<file path="src/hw/datapath_pkg.sv">
package datapath_pkg;

    // General register count. The top level passes it down to the register file.
    localparam int NUM_REGS = 16;

    typedef logic [31:0] word_t; // One data word.

    // ALU operation codes, equal to instruction bits 31 to 27.
    typedef enum logic [4:0] {
        op_none = 5'd0,
        op_add  = 5'd3,
        op_sub  = 5'd4,
        op_and  = 5'd5,
        op_or   = 5'd6,
        op_shr  = 5'd7,  // Logical shift right.
        op_shra = 5'd8,  // Arithmetic shift right.
        op_shl  = 5'd9,
        op_ror  = 5'd10,
        op_rol  = 5'd11,
        op_mul  = 5'd15, // Signed, full 64-bit product.
        op_neg  = 5'd17,
        op_not  = 5'd18
    } alu_op_t;

    // The Z register, split in the two halves that can drive the bus.
    typedef struct packed {
        word_t hi;
        word_t lo;
    } z_pair_t;

    // Per-cycle control strobes, sampled at the rising clock edge.
    typedef struct packed {
        logic [NUM_REGS-1:0] r_in;  // Load strobes for the general registers.
        logic [NUM_REGS-1:0] r_out; // Bus drive strobes for the general registers.
        logic                pc_in;
        logic                pc_out;
        logic                ir_in;
        logic                mar_in;
        logic                mdr_in;
        logic                mdr_out;
        logic                read;   // MDR takes memory data instead of the bus.
        logic                y_in;
        logic                z_in;
        logic                zhi_out;
        logic                zlo_out;
        logic                inc_pc; // ALU computes bus plus one.
    } ctrl_t;

endpackage

</file>
<file path="src/hw/reg_file.sv">
`timescale 1ns/1ps

module reg_file #(
    parameter int num_regs = datapath_pkg::NUM_REGS
) (
    input  logic                  clk,
    input  logic                  rst,
    input  logic [num_regs-1:0]   r_in,     // One load strobe per register.
    input  logic [num_regs-1:0]   r_out,    // One bus drive strobe per register.
    input  datapath_pkg::word_t   bus_data,
    output datapath_pkg::word_t   rf_out
);
    import datapath_pkg::*;

    word_t regs [num_regs];

    // Every register with its load strobe set takes the bus.
    always_ff @(posedge clk) begin
        if (rst) begin
            for (int i = 0; i < num_regs; i++) begin
                regs[i] <= '0;
            end
        end else begin
            for (int i = 0; i < num_regs; i++) begin
                if (r_in[i]) begin
                    regs[i] <= bus_data;
                end
            end
        end
    end

    // Selected registers are ORed together.
    // Only one may be selected in a cycle, so this is a plain read port.
    always_comb begin
        rf_out = '0;
        for (int i = 0; i < num_regs; i++) begin
            if (r_out[i]) begin
                rf_out = rf_out | regs[i];
            end
        end
    end

endmodule

</file>
<file path="src/hw/mdr_unit.sv">
`timescale 1ns/1ps

module mdr_unit (
    input  logic                clk,
    input  logic                rst,
    input  logic                mdr_in,   // Load strobe.
    input  logic                read,     // Take memory data rather than the bus.
    input  datapath_pkg::word_t bus_data,
    input  datapath_pkg::word_t mdatain,  // Memory read data.
    output datapath_pkg::word_t mdr
);

    // Memory data register.
    always_ff @(posedge clk) begin
        if (rst) begin
            mdr <= '0;
        end else if (mdr_in) begin
            if (read) begin
                mdr <= mdatain; // Memory read.
            end else begin
                mdr <= bus_data; // Store path from the bus.
            end
        end
    end

endmodule

</file>
<file path="src/hw/alu.sv">
`timescale 1ns/1ps

module alu (
    input  datapath_pkg::word_t   a,      // Y register.
    input  datapath_pkg::word_t   b,      // Bus.
    input  datapath_pkg::alu_op_t op,
    input  logic                  inc_pc, // Overrides op with b plus one.
    output datapath_pkg::z_pair_t result
);
    import datapath_pkg::*;

    logic [4:0]  shamt;
    logic [63:0] product;
    logic [63:0] rot_right;
    logic [63:0] rot_left;
    word_t       lo;

    assign shamt = b[4:0]; // Shift amount from the low five bits.

    // Both operands sign-extended, so the low 64 bits are the signed product.
    assign product = {{32{a[31]}}, a} * {{32{b[31]}}, b};

    // Rotates by shifting a doubled copy of the word.
    assign rot_right = {a, a} >> shamt;
    assign rot_left  = {a, a} << shamt;

    always_comb begin
        if (inc_pc) begin
            lo = b + 32'd1; // PC increment.
        end else begin
            case (op)
                op_add: begin
                    lo = a + b;
                end
                op_sub: begin
                    lo = a - b;
                end
                op_and: begin
                    lo = a & b;
                end
                op_or: begin
                    lo = a | b;
                end
                op_shr: begin
                    lo = a >> shamt;
                end
                op_shra: begin
                    lo = $signed(a) >>> shamt;
                end
                op_shl: begin
                    lo = a << shamt;
                end
                op_ror: begin
                    lo = rot_right[31:0];
                end
                op_rol: begin
                    lo = rot_left[63:32];
                end
                op_mul: begin
                    lo = product[31:0];
                end
                op_neg: begin
                    lo = -b; // Y is not used.
                end
                op_not: begin
                    lo = ~b;
                end
                default: begin
                    lo = '0; // op_none and unused codes.
                end
            endcase
        end
    end

    // Multiply fills both halves, everything else is sign-extended into hi.
    always_comb begin
        if (!inc_pc && op == op_mul) begin
            result = product;
        end else begin
            result.hi = {32{lo[31]}};
            result.lo = lo;
        end
    end

endmodule

</file>
<file path="src/hw/bus_mux.sv">
`timescale 1ns/1ps

module bus_mux (
    input  datapath_pkg::ctrl_t   ctrl,
    input  datapath_pkg::word_t   rf_out, // Already selected by r_out.
    input  datapath_pkg::word_t   pc,
    input  datapath_pkg::word_t   mdr,
    input  datapath_pkg::z_pair_t z,
    output datapath_pkg::word_t   bus_data
);

    logic rf_sel;

    assign rf_sel = |ctrl.r_out; // Any general register on the bus.

    // AND-OR selection. Out strobes are one-hot at most.
    // With no strobe raised the bus reads zero.
    assign bus_data = ({32{rf_sel}}        & rf_out)
                    | ({32{ctrl.pc_out}}   & pc)
                    | ({32{ctrl.mdr_out}}  & mdr)
                    | ({32{ctrl.zhi_out}}  & z.hi)
                    | ({32{ctrl.zlo_out}}  & z.lo);

endmodule

</file>
<file path="src/hw/datapath.sv">
`timescale 1ns/1ps

module datapath #(
    parameter int num_regs = datapath_pkg::NUM_REGS
) (
    input  logic                  clk,
    input  logic                  rst,
    input  datapath_pkg::ctrl_t   ctrl,     // Control strobes for this cycle.
    input  datapath_pkg::alu_op_t op,
    input  datapath_pkg::word_t   mdatain,  // Memory read data.
    output datapath_pkg::word_t   bus_data,
    output datapath_pkg::word_t   pc,
    output datapath_pkg::word_t   ir,
    output datapath_pkg::word_t   mar,
    output datapath_pkg::word_t   mdr,
    output datapath_pkg::word_t   y,
    output datapath_pkg::z_pair_t z
);
    import datapath_pkg::*;

    word_t   rf_out;
    z_pair_t alu_result;

    // General registers.
    reg_file #(
        .num_regs (num_regs)
    ) u_reg_file (
        .clk      (clk),
        .rst      (rst),
        .r_in     (ctrl.r_in[num_regs-1:0]),
        .r_out    (ctrl.r_out[num_regs-1:0]),
        .bus_data (bus_data),
        .rf_out   (rf_out)
    );

    mdr_unit u_mdr_unit (
        .clk      (clk),
        .rst      (rst),
        .mdr_in   (ctrl.mdr_in),
        .read     (ctrl.read),
        .bus_data (bus_data),
        .mdatain  (mdatain),
        .mdr      (mdr)
    );

    // Y is the first operand, the bus the second.
    alu u_alu (
        .a      (y),
        .b      (bus_data),
        .op     (op),
        .inc_pc (ctrl.inc_pc),
        .result (alu_result)
    );

    bus_mux u_bus_mux (
        .ctrl     (ctrl),
        .rf_out   (rf_out),
        .pc       (pc),
        .mdr      (mdr),
        .z        (z),
        .bus_data (bus_data)
    );

    // Special registers. Each loads at the edge where its strobe is high.
    always_ff @(posedge clk) begin
        if (rst) begin
            pc  <= '0;
            ir  <= '0;
            mar <= '0;
            y   <= '0;
            z   <= '0;
        end else begin
            if (ctrl.pc_in) begin
                pc <= bus_data;
            end
            if (ctrl.ir_in) begin
                ir <= bus_data; // Opcode is presented on ir[31:27].
            end
            if (ctrl.mar_in) begin
                mar <= bus_data; // Memory address.
            end
            if (ctrl.y_in) begin
                y <= bus_data;
            end
            if (ctrl.z_in) begin
                z <= alu_result; // Z takes the ALU, not the bus.
            end
        end
    end

endmodule

</file>
<file path="config.mk">
export PLATFORM = sky130hd
export DESIGN_NAME = datapath
export DESIGN_NICKNAME = d
export VERILOG_FILES = /design/src/hw/datapath_pkg.sv /design/src/hw/reg_file.sv /design/src/hw/mdr_unit.sv /design/src/hw/alu.sv /design/src/hw/bus_mux.sv /design/src/hw/datapath.sv
export SDC_FILE = /design/constraint.sdc
export NUM_CORES = 2
export LEC_CHECK = 0
export ABC_AREA = 1
export BUFFER_PORTS_ARGS = -buffer_cell sky130_fd_sc_hd__buf_4
export CORE_AREA = 2 2 422 465
export CTS_CLUSTER_DIAMETER = 100
export DETAILED_ROUTE_END_ITERATION = 7
export DIE_AREA = 0 0 424 467
export GPL_ROUTABILITY_DRIVEN = 0
export PLACE_DENSITY_LB_ADDON = 0.3
export SYNTH_ARGS = -nofsm -noshare
export SYNTH_HDL_FRONTEND = slang
export SYNTH_SLANG_ARGS = --single-unit
</file>
<file path="constraint.sdc">
create_clock -name clk -period 10.6 [get_ports clk]
set_input_delay 2.12 -clock clk [delete_from_list [all_inputs] [get_ports clk]]
set_output_delay 2.12 -clock clk [all_outputs]
set_load 0.01 [all_outputs]
</file>
==> results.cfg <==
[global_route]
grt_pass1_vias = 74700
grt_max_degree = 91
grt_usage = 0.368
grt_pass1_wl_mm = 522
antenna_found_initial = 37
gr-total-overflow = 0

[sta]
setup_viol = 0
rsz0062_at_grt = true
slew_violations = 4
setup_ws_ps = 137
max_slew_margin = -0.106
worst_pin_slew_ps = 1650
hold_viol_final = 0
fin_skew_ps = 53.2
min_period_over_period = 0.987
min_period_ps = 10460
fmaxAchievable_ghz = 0.0956

[floorplan]
core_area_um2 = 193000
die_x_um = 424
io_pins = 339
start_util = 0.399
rows = 169
die_area_um2 = 198000
die_h_um = 467

[clocking]
htree_num_levels = 3
cts_tree = yes
cts_buffers = 81
cts_hold_repair.buffers = 0
clk_path_buf_depth = 3
cts_setup_buffers = 0
cts.repair.resized = 0
cts_sinks = 736
clk_pin_slew_worst_paths_ps = 60
clock_latency_ps = 760
root_buffer = clkbuf_16

[drt]
vias_per_cell = 5.86
drc = 66
drt_iter0_drc = 11100
first_pass_iters = 8
ant_nets = 0
wl_per_cell_um = 28.6
vias = 75500
totalWireLength_mm = 368

[placement]
placed_cells = 12700
dpl_cell_area_um2 = 88100
place_ws_ps = -601
hpwl_mm = 273
port_buffers = 338

[run_status]
outcome = finished, violations left
failed_checks = DRC, capacitance limit, slew limit

[critical_path]
cp_slowest_cell = a221oi_1
cp-end-kind = flop
required_ps = 11230
start_kind = input port
worst-path-max-fanout = 13
crit_top_cell = fa_1
crit_type = in2reg
slowest_delay_ps = 760
crit_arrival_ps = 11090

[yosys]
synth_cell_type_count = 60
synth-async-reset-ratio = 0
ys_ff_latch = 736
syn-mean-instance-area_um2 = 8.15
synth_top_cell_by_area = fa_1
synthTopCellsByArea = fa_1, edfxtp_1, nand2_1
synth_flop_cell = edfxtp_1
synth_seq_area_share = 0.258
synth_fp_nets = 10900
yosys_warnings = 0
synth_top_area_frac = 0.282
syn_inst = 9439
synth_edf_count = 512
yosysMostFrequentCell = nand2_1
synth_commonest_cells = nand2_1, inv_1, nor2_1
syn_area_um2 = 76900

[finish]
nets = 11700
final_cell_area_um2 = 91000
area_growth_pct = 18.2
fillCellCount = 18800
fin_cells = 12900
multi_input_area_um2 = 48900
final_util = 0.472
drive_gt1_frac = 0.147
seqCellArea_um2 = 19900

[flow_run]
maxCapViolCount = 2

[min_path]
hold_class = reg2reg
## critical path, delay by kind of cell
kind,cells,cell delay [ps]
AO/OA/AOI/OAI,8,2440
adder cells (fa/ha/maj),9,4210
AND/OR/NAND/NOR,5,670
buffers and inverters,13,1590
## layout by cell type, fill, tap and decap left out, types with 13 or more instances in the layout
cell type	Yosys	layout
nand2_1	2073	2055
inv_1	1562	1548
nor2_1	1209	1202
buf_4	20	1157
fa_1	1084	1084
edfxtp_1	512	512
nand3_1	404	404
a21oi_1	383	382
o21ai_0	356	352
ha_1	282	282
dfxtp_1	224	222
o211ai_1	125	125
clkbuf_16	0	82
nand4_1	81	81
o21ai_1	68	72
buf_12	0	71
a221oi_1	71	66
a22o_1	51	51
or2_2	49	49
diode_2	0	36
xnor2_1	35	35
nor3_1	35	32
a31oi_1	32	32
inv_2	17	25
o21bai_1	24	24
xor2_1	24	24
clkinv_1	20	23
a21o_1	22	22
nand2_2	6	21
nor4_1	23	21
clkinv_2	0	19
clkbuf_1	346	17
nand3b_1	16	16
o221ai_1	16	16
o22ai_1	15	15
nor2_2	6	13
## area by class of cell
cell class	count	area share
multi-input combinational	6556	0.538
timing repair buffer	1229	0.111
clock inverter	42	0.00545
antenna	36	0.000990
clock buffer	107	0.0245
inverter	1599	0.0662
tap	2565	0.0353
sequential	736	0.218
## stage by stage
| stage | TNS [ps] | hold slack, ps |
|---|---|---|
| after global placement | -16060 | 461 |
| after floorplan | 0 | 500 |
| after detailed placement | -14160 | 468 |
| after global routing | -125 | 498 |
| after CTS | 0 | 486 |
| final | 0 | 484 |
## path summary, 6_finish.rpt
kind	from	endpoint	slack, ps	cells after the start
max	ctrl[10]	z[25]	140	35
min reg2reg	mar[5]	mar[5]	480	2
max reg2reg	y[20]	z[40]	1150	27
min	mar[5]	mar[5]	480	2
## per-layer routing
layer  GRT usage  share of wire  vias to the layer above
li1            -              -                    31100
met5     0.00362        0.00088                        -
met3       0.140           0.15                     1757
met4       0.303           0.10                       32
met1       0.426           0.33                    36400
met2       0.541           0.42                     6208
## sequential cells by signal, summed over array words and instances, names as in the netlist
name / flops
u_reg_file.regs: 512
u_mdr_unit.mdr: 32
z: 64
mar: 32
pc: 32
ir: 32
y: 32
## cells by family (layout without fill, tap and decap cells)
family          after synthesis  after routing  share of synthesized area
mux                           2              2                   0.000260
flops                       736            736                      0.258
fa+ha+maj                  1366           1366                      0.328
simple gates               3924           3924                      0.206
xor+xnor                     59             59                    0.00672
buf+inv                    2147           2977                      0.108
other cells                   0             36                          0
compound gates             1205           1205                     0.0933
Power is not shown: default switching activity piles up to over one toggle a cycle in this logic, so the estimate is an artifact.
